==> src/hw/data_cache_params.svh <==
`ifndef DATA_CACHE_PARAMS_SVH
`define DATA_CACHE_PARAMS_SVH

// address and data word width
`define WORD_W 16

// a line is four words
`define LINE_WORDS 4
`define LINE_W 64

// address split into tag, index and offset
`define OFFSET_W 2
`define INDEX_W 1
`define SETS 2
`define TAG_W 13

`endif

==> src/hw/cache_pkg.sv <==
`default_nettype none

`include "data_cache_params.svh"

package cache_pkg;

    // one cache line, seen either as a flat vector or as four words
    // word 0 sits in the low bits
    typedef union packed {
        logic [`LINE_W-1:0] flat;
        logic [`LINE_WORDS-1:0][`WORD_W-1:0] words;
    } line_u;

endpackage

`default_nettype wire

==> src/hw/cache_way.sv <==
`timescale 1ns/10ps
`default_nettype none

`include "data_cache_params.svh"

module cache_way (
    input  logic                  clk,
    input  logic                  reset_n,
    input  logic [`INDEX_W-1:0]   index,
    input  logic [`TAG_W-1:0]     req_tag,
    input  logic [`OFFSET_W-1:0]  offset,
    input  logic                  line_we,
    input  logic                  fill_we,
    input  logic                  fill_dirty,
    input  logic                  set_dirty,
    input  logic                  recent_we,
    input  logic                  recent_value,
    input  cache_pkg::line_u      line_in,
    output logic                  hit,
    output logic                  valid,
    output logic                  dirty,
    output logic                  recent,
    output logic [`TAG_W-1:0]     victim_tag,
    output cache_pkg::line_u      line,
    output logic [`WORD_W-1:0]    word
);

    // per set storage
    logic [`TAG_W-1:0] tag_mem [`SETS];
    cache_pkg::line_u  line_mem [`SETS];
    logic [`SETS-1:0]  valid_bits;
    logic [`SETS-1:0]  dirty_bits;
    logic [`SETS-1:0]  recent_bits;

    // state bits of every set
    always_ff @(posedge clk) begin
        if (!reset_n) begin
            valid_bits  <= '0;
            dirty_bits  <= '0;
            recent_bits <= '0;
        end else begin
            if (fill_we) begin
                valid_bits[index] <= 1'b1;
                dirty_bits[index] <= fill_dirty;
            end else if (set_dirty) begin
                dirty_bits[index] <= 1'b1;
            end
            if (recent_we) begin
                recent_bits[index] <= recent_value;
            end
        end
    end

    // a fill brings in the tag of the request
    always_ff @(posedge clk) begin
        if (fill_we) begin
            tag_mem[index] <= req_tag;
        end
    end

    always_ff @(posedge clk) begin
        if (line_we) begin
            line_mem[index] <= line_in;
        end
    end

    // asynchronous read of the addressed set
    assign valid      = valid_bits[index];
    assign dirty      = dirty_bits[index];
    assign recent     = recent_bits[index];
    assign victim_tag = tag_mem[index];
    assign hit        = valid && (tag_mem[index] == req_tag);
    assign line       = line_mem[index];

    // word at the request offset
    assign word = line.words[offset];

    // a fill sets its own dirty value, a separate dirty set in the same cycle is a conflict
    fill_vs_set_dirty: assert property (
        @(posedge clk) disable iff (!reset_n)
        !(fill_we && set_dirty)
    );

endmodule

`default_nettype wire

==> src/hw/cache_controller.sv <==
`timescale 1ns/10ps
`default_nettype none

`include "data_cache_params.svh"

module cache_controller (
    input  logic                  clk,
    input  logic                  reset_n,
    input  logic                  cpu_valid,
    input  logic                  cpu_read,
    input  logic                  cpu_write,
    input  logic [`WORD_W-1:0]    cpu_addr,
    input  logic [`WORD_W-1:0]    cpu_wdata,
    output logic [`WORD_W-1:0]    cpu_rdata,
    output logic                  cpu_read_ready,
    output logic                  cpu_write_ack,
    input  logic                  way0_hit,
    input  logic                  way0_dirty,
    input  logic                  way0_valid,
    input  logic                  way0_recent,
    input  logic [`TAG_W-1:0]     way0_victim_tag,
    input  cache_pkg::line_u      way0_line,
    input  logic [`WORD_W-1:0]    way0_word,
    output logic                  way0_line_we,
    output logic                  way0_fill_we,
    output logic                  way0_fill_dirty,
    output logic                  way0_set_dirty,
    output logic                  way0_recent_we,
    output logic                  way0_recent_value,
    output cache_pkg::line_u      way0_line_in,
    input  logic                  way1_hit,
    input  logic                  way1_dirty,
    input  logic                  way1_valid,
    input  logic                  way1_recent,
    input  logic [`TAG_W-1:0]     way1_victim_tag,
    input  cache_pkg::line_u      way1_line,
    input  logic [`WORD_W-1:0]    way1_word,
    output logic                  way1_line_we,
    output logic                  way1_fill_we,
    output logic                  way1_fill_dirty,
    output logic                  way1_set_dirty,
    output logic                  way1_recent_we,
    output logic                  way1_recent_value,
    output cache_pkg::line_u      way1_line_in,
    output logic                  mem_read,
    output logic                  mem_write,
    output logic [`WORD_W-1:0]    mem_addr,
    output cache_pkg::line_u      mem_wdata,
    input  cache_pkg::line_u      mem_rdata,
    input  logic                  mem_ready,
    input  logic                  mem_ack
);

    localparam logic [1:0] CHECK      = 2'd0;
    localparam logic [1:0] WRITE_BACK = 2'd1;
    localparam logic [1:0] ALLOCATE   = 2'd2;

    logic [1:0]             state;
    logic [1:0]             next_state;
    // high when way 1 is the line being replaced
    logic                   victim_sel;
    logic                   any_hit;
    logic                   miss_dirty;
    logic [`OFFSET_W-1:0]   offset;
    logic [`INDEX_W-1:0]    index;
    logic [`TAG_W-1:0]      victim_tag;
    cache_pkg::line_u       hit_line;
    cache_pkg::line_u       base_line;
    cache_pkg::line_u       write_line;

    // replace one word of a line
    function automatic cache_pkg::line_u merge_word(
        input cache_pkg::line_u       base,
        input logic [`OFFSET_W-1:0]   sel,
        input logic [`WORD_W-1:0]     data
    );
        cache_pkg::line_u merged;
        merged = base;
        merged.words[sel] = data;
        return merged;
    endfunction

    assign offset  = cpu_addr[`OFFSET_W-1:0];
    assign index   = cpu_addr[`OFFSET_W +: `INDEX_W];
    assign any_hit = way0_hit || way1_hit;

    // victim at a miss is way 0 unless way 0 was used last
    assign miss_dirty = way0_recent ? (way1_valid && way1_dirty)
                                    : (way0_valid && way0_dirty);

    assign cpu_rdata = way0_hit ? way0_word : way1_word;
    assign hit_line  = way0_hit ? way0_line : way1_line;

    // a hit merges into the stored line and a fill into the memory line
    assign base_line    = (state == ALLOCATE) ? mem_rdata : hit_line;
    assign write_line   = cpu_write ? merge_word(base_line, offset, cpu_wdata) : base_line;
    assign way0_line_in = write_line;
    assign way1_line_in = write_line;

    assign way0_fill_dirty = cpu_write;
    assign way1_fill_dirty = cpu_write;

    // memory side follows the state
    assign mem_read   = (state == ALLOCATE);
    assign mem_write  = (state == WRITE_BACK);
    assign victim_tag = victim_sel ? way1_victim_tag : way0_victim_tag;
    assign mem_wdata  = victim_sel ? way1_line : way0_line;
    assign mem_addr   = (state == WRITE_BACK) ? {victim_tag, index, {`OFFSET_W{1'b0}}}
                                              : {cpu_addr[`WORD_W-1:`OFFSET_W],
                                                 {`OFFSET_W{1'b0}}};

    always_comb begin
        next_state        = state;
        cpu_read_ready    = 1'b0;
        cpu_write_ack     = 1'b0;
        way0_line_we      = 1'b0;
        way0_fill_we      = 1'b0;
        way0_set_dirty    = 1'b0;
        way0_recent_we    = 1'b0;
        way0_recent_value = 1'b0;
        way1_line_we      = 1'b0;
        way1_fill_we      = 1'b0;
        way1_set_dirty    = 1'b0;
        way1_recent_we    = 1'b0;
        way1_recent_value = 1'b0;

        case (state)
            CHECK: begin
                if (cpu_valid && (cpu_read || cpu_write)) begin
                    if (any_hit) begin
                        // the hit way becomes the recent one
                        way0_recent_we    = 1'b1;
                        way1_recent_we    = 1'b1;
                        way0_recent_value = way0_hit;
                        way1_recent_value = way1_hit;
                        if (cpu_read) begin
                            cpu_read_ready = 1'b1;
                        end else begin
                            cpu_write_ack  = 1'b1;
                            way0_line_we   = way0_hit;
                            way0_set_dirty = way0_hit;
                            way1_line_we   = way1_hit;
                            way1_set_dirty = way1_hit;
                        end
                    end else if (miss_dirty) begin
                        next_state = WRITE_BACK;
                    end else begin
                        next_state = ALLOCATE;
                    end
                end
            end

            WRITE_BACK: begin
                if (mem_ack) begin
                    next_state = ALLOCATE;
                end
            end

            ALLOCATE: begin
                if (mem_ready) begin
                    // fill the victim and re-check the request from CHECK
                    way0_line_we      = !victim_sel;
                    way0_fill_we      = !victim_sel;
                    way1_line_we      = victim_sel;
                    way1_fill_we      = victim_sel;
                    way0_recent_we    = 1'b1;
                    way1_recent_we    = 1'b1;
                    way0_recent_value = !victim_sel;
                    way1_recent_value = victim_sel;
                    next_state        = CHECK;
                end
            end

            default: begin
                next_state = CHECK;
            end
        endcase
    end

    always_ff @(posedge clk) begin
        if (!reset_n) begin
            state      <= CHECK;
            victim_sel <= 1'b0;
        end else begin
            state <= next_state;
            if (state == CHECK && cpu_valid && !any_hit) begin
                victim_sel <= way0_recent;
            end
        end
    end

    // a tag lives in at most one way of a set
    single_way_hit: assert property (
        @(posedge clk) disable iff (!reset_n)
        !(way0_hit && way1_hit)
    );

    one_mem_request: assert property (
        @(posedge clk) disable iff (!reset_n)
        !(mem_read && mem_write)
    );

endmodule

`default_nettype wire

==> src/hw/data_cache.sv <==
`timescale 1ns/10ps
`default_nettype none

`include "data_cache_params.svh"

module data_cache (
    input  logic                  clk,
    input  logic                  reset_n,
    input  logic                  cpu_valid,
    input  logic                  cpu_read,
    input  logic                  cpu_write,
    input  logic [`WORD_W-1:0]    cpu_addr,
    input  logic [`WORD_W-1:0]    cpu_wdata,
    output logic [`WORD_W-1:0]    cpu_rdata,
    output logic                  cpu_read_ready,
    output logic                  cpu_write_ack,
    output logic                  mem_read,
    output logic                  mem_write,
    output logic [`WORD_W-1:0]    mem_addr,
    output cache_pkg::line_u      mem_wdata,
    input  cache_pkg::line_u      mem_rdata,
    input  logic                  mem_ready,
    input  logic                  mem_ack
);

    // request address fields
    logic [`TAG_W-1:0]    req_tag;
    logic [`INDEX_W-1:0]  req_index;
    logic [`OFFSET_W-1:0] req_offset;

    assign req_offset = cpu_addr[`OFFSET_W-1:0];
    assign req_index  = cpu_addr[`OFFSET_W +: `INDEX_W];
    assign req_tag    = cpu_addr[`WORD_W-1:`OFFSET_W+`INDEX_W];

    // way 0 lookup and controls
    logic                 way0_hit;
    logic                 way0_valid;
    logic                 way0_dirty;
    logic                 way0_recent;
    logic [`TAG_W-1:0]    way0_victim_tag;
    cache_pkg::line_u     way0_line;
    logic [`WORD_W-1:0]   way0_word;
    logic                 way0_line_we;
    logic                 way0_fill_we;
    logic                 way0_fill_dirty;
    logic                 way0_set_dirty;
    logic                 way0_recent_we;
    logic                 way0_recent_value;
    cache_pkg::line_u     way0_line_in;

    // way 1 lookup and controls
    logic                 way1_hit;
    logic                 way1_valid;
    logic                 way1_dirty;
    logic                 way1_recent;
    logic [`TAG_W-1:0]    way1_victim_tag;
    cache_pkg::line_u     way1_line;
    logic [`WORD_W-1:0]   way1_word;
    logic                 way1_line_we;
    logic                 way1_fill_we;
    logic                 way1_fill_dirty;
    logic                 way1_set_dirty;
    logic                 way1_recent_we;
    logic                 way1_recent_value;
    cache_pkg::line_u     way1_line_in;

    cache_way way0 (
        .clk          (clk),
        .reset_n      (reset_n),
        .index        (req_index),
        .req_tag      (req_tag),
        .offset       (req_offset),
        .line_we      (way0_line_we),
        .fill_we      (way0_fill_we),
        .fill_dirty   (way0_fill_dirty),
        .set_dirty    (way0_set_dirty),
        .recent_we    (way0_recent_we),
        .recent_value (way0_recent_value),
        .line_in      (way0_line_in),
        .hit          (way0_hit),
        .valid        (way0_valid),
        .dirty        (way0_dirty),
        .recent       (way0_recent),
        .victim_tag   (way0_victim_tag),
        .line         (way0_line),
        .word         (way0_word)
    );

    cache_way way1 (
        .clk          (clk),
        .reset_n      (reset_n),
        .index        (req_index),
        .req_tag      (req_tag),
        .offset       (req_offset),
        .line_we      (way1_line_we),
        .fill_we      (way1_fill_we),
        .fill_dirty   (way1_fill_dirty),
        .set_dirty    (way1_set_dirty),
        .recent_we    (way1_recent_we),
        .recent_value (way1_recent_value),
        .line_in      (way1_line_in),
        .hit          (way1_hit),
        .valid        (way1_valid),
        .dirty        (way1_dirty),
        .recent       (way1_recent),
        .victim_tag   (way1_victim_tag),
        .line         (way1_line),
        .word         (way1_word)
    );

    cache_controller controller (
        .clk               (clk),
        .reset_n           (reset_n),
        .cpu_valid         (cpu_valid),
        .cpu_read          (cpu_read),
        .cpu_write         (cpu_write),
        .cpu_addr          (cpu_addr),
        .cpu_wdata         (cpu_wdata),
        .cpu_rdata         (cpu_rdata),
        .cpu_read_ready    (cpu_read_ready),
        .cpu_write_ack     (cpu_write_ack),
        .way0_hit          (way0_hit),
        .way0_dirty        (way0_dirty),
        .way0_valid        (way0_valid),
        .way0_recent       (way0_recent),
        .way0_victim_tag   (way0_victim_tag),
        .way0_line         (way0_line),
        .way0_word         (way0_word),
        .way0_line_we      (way0_line_we),
        .way0_fill_we      (way0_fill_we),
        .way0_fill_dirty   (way0_fill_dirty),
        .way0_set_dirty    (way0_set_dirty),
        .way0_recent_we    (way0_recent_we),
        .way0_recent_value (way0_recent_value),
        .way0_line_in      (way0_line_in),
        .way1_hit          (way1_hit),
        .way1_dirty        (way1_dirty),
        .way1_valid        (way1_valid),
        .way1_recent       (way1_recent),
        .way1_victim_tag   (way1_victim_tag),
        .way1_line         (way1_line),
        .way1_word         (way1_word),
        .way1_line_we      (way1_line_we),
        .way1_fill_we      (way1_fill_we),
        .way1_fill_dirty   (way1_fill_dirty),
        .way1_set_dirty    (way1_set_dirty),
        .way1_recent_we    (way1_recent_we),
        .way1_recent_value (way1_recent_value),
        .way1_line_in      (way1_line_in),
        .mem_read          (mem_read),
        .mem_write         (mem_write),
        .mem_addr          (mem_addr),
        .mem_wdata         (mem_wdata),
        .mem_rdata         (mem_rdata),
        .mem_ready         (mem_ready),
        .mem_ack           (mem_ack)
    );

endmodule

`default_nettype wire

==> config.mk <==
export PLATFORM = sky130hd
export DESIGN_NAME = data_cache
export DESIGN_NICKNAME = d
export VERILOG_FILES = /design/src/hw/cache_pkg.sv /design/src/hw/cache_way.sv /design/src/hw/cache_controller.sv /design/src/hw/data_cache.sv
export VERILOG_INCLUDE_DIRS = /design/src /design/src/hw
export SDC_FILE = /design/constraint.sdc
export NUM_CORES = 1
export LEC_CHECK = 0
export ABC_CLOCK_PERIOD_IN_PS = 6200
export BUFFER_PORTS_ARGS = -buffer_cell sky130_fd_sc_hd__buf_2
export CAP_MARGIN = 20
export CELL_PAD_IN_SITES_DETAIL_PLACEMENT = 1
export CELL_PAD_IN_SITES_GLOBAL_PLACEMENT = 2
export CORE_MARGIN = 1
export CORE_UTILIZATION = 32
export DETAILED_ROUTE_END_ITERATION = 7
export HOLD_SLACK_MARGIN = 0.05
export PLACE_DENSITY_LB_ADDON = 0.12
export SYNTH_ARGS = -nofsm -noshare
export SYNTH_HDL_FRONTEND = slang
export SYNTH_HIERARCHICAL = 1
export SYNTH_SLANG_ARGS = --single-unit
==> constraint.sdc <==
create_clock -name clk -period 6.2 [get_ports clk]
set_input_delay 0.31 -clock clk [delete_from_list [all_inputs] [get_ports clk]]
set_output_delay 0.31 -clock clk [all_outputs]
set_load 0.01 [all_outputs]
==> reports/results.tsv, run 1 <==
metric	value	unit
# Post-CTS Setup Buffers	0	
drt wl/cell	23.2	microns
Area after DPL	17900	sq um
Post-CTS Resized	0	
Static Leak	6.64	nW
final instance area	19300	sq um
Yosys Warn Count	6	
drt first-iter violations	423	
Hold Fails Final Rpt	0	
cell breakdown of the critical path	buf_6 > mux2_2 > xor2_1 > nor4_1 > and4_4 > buf_12 > mux2_2 > buf_2	
Pwr Density	276	nW/um^2
layout cells sized above 1	0.407	
PnR worst setup slack	2.23	ns
Hold Crit Class	input pin to flip-flop	
worst clock skew	0.0180	ns
Syn Inst Count	1228	
die width	231	microns
CP max-delay cell	buf_6	
Worst Path Max Fanout	147	
Setup CP Type	input pin to output port	
hold buffer count at cts	10	
initial antenna violation count	0	
CP endpoint kind	output port	
overall routed net length	47500	microns
Worst Tran Pin Value	1.07	ns
first drt pass iteration count	5	
die area	53600	sq um
maximum VDD drop	0.170	mV
reg-to-reg startpoint	controller/state[1]	
RD Place Congestion	0.747	
Global Route Usage Sum	0.178	
Hold Crit Start	cpu_addr[8]	
dpl hpwl	30300	microns
ant diodes	0	
CP peak stage delay	0.72	ns
DP Worst Slack	1.81	ns
row count	83	
MaxCap Viol Count	0	
clk_lat worst skew	0.55	ns
Comb pwr share	0.091	
residual DRC count	0	
initial core utilization	0.326	
TritonCTS clock tree	done	
WP data required	5.89	ns
switching power of the nets	1.19	mW
Slew headroom	0.287	
Ports	203	
overall die height	231	microns
Worst Hold Depth	1	
reg2reg path depth	6	
via density per instance	5.09	
part of the power in the clock network	0.452	
startpoint types	input pin	
highest clock rate	252	MHz
CP dominant cell by count	mux2_2	
Switching Fraction	0.223	
final setup fails	0	
Final TNS setup	0	ns
Max Transition Viols Final	0	
IO Port Bufs	200	
vias in the first global route	11200	
core area	51700	sq um
GRT Residual Overflow	0	
Clock transition at path regs	0.06	ns
# H-tree levels	2	
root buf cell	clkbuf_16	
Area Growth Syn to Fin	14.7	%
DR vias	10400	
Worst Setup SP	cpu_addr[2]	
run status	complete, no violations	
P_int	4.14	mW
RSZ-0062 raised after global routing	no	
Cell Area, Synth	16800	sq um
ratio of final minimum period to clock period	0.640	
sequential share of power	0.457	
TritonCTS Buffers	39	
Avg Cell Area, Syn	13.7	sq um
arrival time at the worst endpoint	3.66	ns
largest net degree at the start of global routing	148	
NumNets Final	1442	
first-pass GRT wire length	71400	microns
Longest Clk Path Bufs	3	
number of routed nets with antenna violations	0	
Tmin final	3.97	ns
clock sink total	321	
through the flow:
stage	power, mW	hold slack (ns)	cells	util
after floorplan	2.84	0.409	1229	-
after global placement	2.96	0.438	1968	0.346
after detailed placement	2.97	0.436	1968	0.346
after CTS	5.41	0.0548	2049	0.374
after global routing	5.52	0.0810	2049	0.374
final	5.33	0.0855	2049	0.374
routing by layer:
metal,global-route usage,up-vias,part of all wire
met4,0.0559,0,0.024
met5,0,-,0
met1,0.237,5332,0.46
li1,-,4802,-
met3,0.0271,72,0.039
met2,0.298,218,0.48
worst max-delay path, delay by kind of cell:
family        cells  cell delay [ns]
buf+inv           3             1.37
simple gates      2             0.71
xor+xnor          1             0.16
mux               2             0.90
cell usage in the layout (no fill, tap or decap), types with 16 or more instances in the layout:
cell type / n
xor2_1: 16
clkbuf_16: 40
nor2b_1: 66
a211oi_1: 64
mux2_2: 229
mux4_2: 32
nand2_1: 83
edfxtp_1: 308
nor2_1: 76
o21ai_0: 20
buf_2: 199
o31ai_1: 65
flip-flops by register name (all words and copies together) (netlist names):
name	count
way0/valid_bits	2
way0/line_mem	128
way0/recent_bits	2
way1/dirty_bits	2
way1/valid_bits	2
controller/victim_sel	1
controller/state	2
way1/line_mem	128
way1/tag_mem	26
way0/dirty_bits	2
way0/tag_mem	26
worst paths after layout:
| path | end | slack (ns) |
|---|---|---|
| worst min register to register | way0/dirty_bits[1] | 0.44 |
| worst max-delay path | cpu_rdata[9] | 2.23 |
| worst max register to register | way0/line_mem[0][16] | 2.33 |
| worst min-delay path | way1/tag_mem[0][5] | 0.09 |
power by group through the flow:
stage               Sequential (mW)  Combinational (mW)  Clock (mW)
finish                         2.43               0.486        2.41
global placement               2.48               0.485           0
floorplan                      2.48               0.359           0
detailed placement             2.48               0.491           0
CTS                            2.43               0.498        2.48
global route                   2.43               0.532        2.55
final cells by class:
type	instances	area [sq um]
inverter	13	48.8
fill	5421	32400
sequential	321	9510
clock inverter	21	314
timing repair buffer	223	1220
multi-input combinational	741	6350
tap	680	851
clock buffer	50	1040
Power figures use the tool's default switching activity.
==> run 2: changes to the inputs <==
--- a/config.mk
+++ b/config.mk
@@ -6,7 +6,7 @@
 export SDC_FILE = /design/constraint.sdc
 export NUM_CORES = 1
 export LEC_CHECK = 0
-export ABC_CLOCK_PERIOD_IN_PS = 6200
+export ABC_CLOCK_PERIOD_IN_PS = 4000
 export BUFFER_PORTS_ARGS = -buffer_cell sky130_fd_sc_hd__buf_2
 export CAP_MARGIN = 20
 export CELL_PAD_IN_SITES_DETAIL_PLACEMENT = 1
==> constraint.sdc (replaced) <==
create_clock -name clk -period 4 [get_ports clk]
set_input_delay 0.2 -clock clk [delete_from_list [all_inputs] [get_ports clk]]
set_output_delay 0.2 -clock clk [all_outputs]
set_load 0.01 [all_outputs]
==> run 2 against run 1 <==
  * First-iteration DRC count up 20%
  * Die area unchanged
  * Cell count is 0.59% higher
  * Worst hold slack improved by 0.00077 ns
  * Core utilization up 0.20 points
  * Clock-buffer cell count up 8
  * Sequential cell count unchanged
  * Clock power up 35%
  * Clock skew rose by 0.0033 ns
  * Register-to-register slack got worse by 1.4 ns
  * Critical path depth down 1
  * Largest power group unchanged
==> reports/results.tsv, run 2 (same netlist as run 1, synthesis figures left out) <==
metric	value	unit	change
run status	complete, no violations		
layout cells sized above 1	0.404		-0.00281
sequential share of power	0.484		+0.027
startpoint types	flip-flop		
Switching Fraction	0.226		+0.00347
WP data required	3.80	ns	-2.09 ns
part of the power in the clock network	0.417		-0.035
setup slack, reg-to-reg	0.96	ns	-1.37 ns
vias in the first global route	11200		+0.55%
Max Transition Viols Final	0		unchanged
first drt pass iteration count	5		unchanged
drt wl/cell	23.2	microns	+0.30%
final setup fails	0		unchanged
die area	53600	sq um	unchanged
most frequent cells in the layout	edfxtp_1, mux2_2, buf_2, nand2_1, nor2_1		
Worst R2R End	way0/line_mem[0][57]		
arrival time at the worst endpoint	3.16	ns	-0.50 ns
GRT Residual Overflow	0		unchanged
DR vias	10400		-0.038%
# H-tree levels	2		unchanged
overall die height	231	microns	unchanged
initial antenna violation count	0		unchanged
CP endpoint kind	output port		
ant diodes	0		unchanged
die width	231	microns	unchanged
CP max-delay cell	nor4_1		
Tmin final	3.36	ns	
first-pass GRT wire length	72500	microns	+1.5%
highest clock rate	297	MHz	
maximum VDD drop	0.227	mV	+33%
Global Route Usage Sum	0.182		+0.00312
TritonCTS Buffers	38		-2.6%
worst clock skew	0.0212	ns	+0.00326 ns
Worst Hold Depth	3		+2
residual DRC count	0		unchanged
# fillers	5434		+0.24%
Hold EP	way1/line_mem[0][6]		
CP dominant cell by count	mux2_2		
clock sink total	321		unchanged
switching power of the nets	1.76	mW	+48%
Longest Clk Path Bufs	3		unchanged
Register Area	9510	sq um	unchanged
Hold Fails Final Rpt	0		unchanged
top flop regs	way0/line_mem x128, way1/line_mem x128		
hold buffer count at cts	16		+6
Hold Crit Class	input pin to flip-flop		
row count	83		unchanged
NumNets Final	1459		+1.2%
area of the multi-input gates	6350	sq um	unchanged
CP peak stage delay	0.42	ns	-0.30 ns
via density per instance	5.06		-0.62%
IO Port Bufs	200		unchanged
Post-Place Cells	1980		+0.61%
Slew headroom	0.366		+0.0785
ratio of final minimum period to clock period	0.840		
reg-to-reg startpoint	way0/tag_mem[1][0]		
RSZ-0062 raised after global routing	no		
Post-CTS Resized	0		unchanged
Pwr Density	401	nW/um^2	+45%
Setup CP Type	flip-flop to output port		
largest net degree at the start of global routing	101		-32%
core area	51700	sq um	unchanged
TritonCTS clock tree	done		
initial core utilization	0.326		unchanged
Final TNS setup	0	ns	unchanged
RD Place Congestion	0.717		-4.0%
reg2reg path depth	7		+1
clk_lat worst skew	0.55	ns	about the same
root buf cell	clkbuf_16		
overall routed net length	47900	microns	+0.89%
dpl hpwl	30800	microns	+1.6%
number of routed nets with antenna violations	0		unchanged
Clock transition at path regs	0.06	ns	about the same
Comb pwr share	0.099		+0.008
Worst Tran Pin Value	0.951	ns	-0.118 ns
P_int	6.03	mW	+46%
Hold Crit Start	cpu_wdata[6]		
commonest non-fill, non-tap cell in the layout	edfxtp_1		
fin cells	2061		+0.59%
Static Leak	6.66	nW	+0.41%
# Post-CTS Setup Buffers	0		unchanged
Area Growth Syn to Fin	15.3	%	
cell breakdown of the critical path	mux2_2 > xor2_1 > nor4_1 > and4_4 > buf_12 > mux2_2 > buf_2		
MaxCap Viol Count	0		unchanged
Ports	203		unchanged
drt first-iter violations	506		+20%
Worst Path Max Fanout	100		-32%
## run 2: final cells by class
cell class                      instances  share of cell area
Sequential cell                       321               0.490
Inverter                               13             0.00251
Clock buffer                           58              0.0566
Tap cell                              680              0.0438
Multi-Input combinational cell        741               0.327
Clock inverter                          7             0.00283
Timing Repair Buffer                  241              0.0781
## run 2: routing by layer
metal	track usage	part of all wire	up-vias
li1	-	-	4831
met1	0.242	0.46	5313
met2	0.304	0.48	225
met3	0.0330	0.042	51
met4	0.0420	0.015	0
met5	0	0	-
## run 2: how the worst max path moves through the flow
| stage | to | depth (start not counted) | from | slack (ns) |
|---|---|---|---|---|
| final | cpu_rdata[5] | 7 | way0/tag_mem[1][0] | 0.64 |
| after global routing | cpu_rdata[5] | 7 | way0/tag_mem[0][8] | 0.51 |
| after CTS | cpu_rdata[13] | 7 | way0/tag_mem[1][8] | 0.59 |
| after detailed placement | way1/line_mem[1][57] | 8 | cpu_addr[2] | 0.62 |
| after global placement | way1/line_mem[0][57] | 8 | cpu_addr[2] | 0.67 |
| after floorplan | way0/line_mem[1][0] | 10 | cpu_addr[2] | 0.11 |
## run 2: power groups by stage
| stage | combinational [mW] | sequential (mW) | clock, mW |
|---|---|---|---|
| 2_1_floorplan | 0.558 | 3.84 | 0 |
| 3_3_place_gp | 0.764 | 3.84 | 0 |
| 3_5_place_dp | 0.773 | 3.84 | 0 |
| 4_1_cts | 0.788 | 3.77 | 3.35 |
| 5_1_grt | 0.843 | 3.77 | 3.46 |
| 6_report | 0.769 | 3.77 | 3.25 |
## run 2: worst max-delay path: cells and delay by family, from the launching register on
| family | cells | cell delay [ns] |
|---|---|---|
| DFF | 1 | 0.36 |
| and+or+nand+nor | 2 | 0.79 |
| buffers and inverters | 2 | 0.49 |
| xor gates and xnor gates | 1 | 0.14 |
| muxes | 2 | 0.70 |
## run 2: metrics by stage
| stage | setup slack (ns) | area, sq um | power [mW] | util | hold WS (ns) |
|---|---|---|---|---|---|
| floorplan | 0.107 | 16900 | 4.40 | - | 0.299 |
| global placement | 0.669 | 18100 | 4.60 | 0.350 | 0.444 |
| detailed placement | 0.624 | 18100 | 4.61 | 0.350 | 0.452 |
| CTS | 0.589 | 19400 | 7.91 | 0.376 | 0.0525 |
| global route | 0.509 | 19400 | 8.08 | 0.376 | 0.0889 |
| finish | 0.639 | 19400 | 7.79 | 0.376 | 0.0862 |
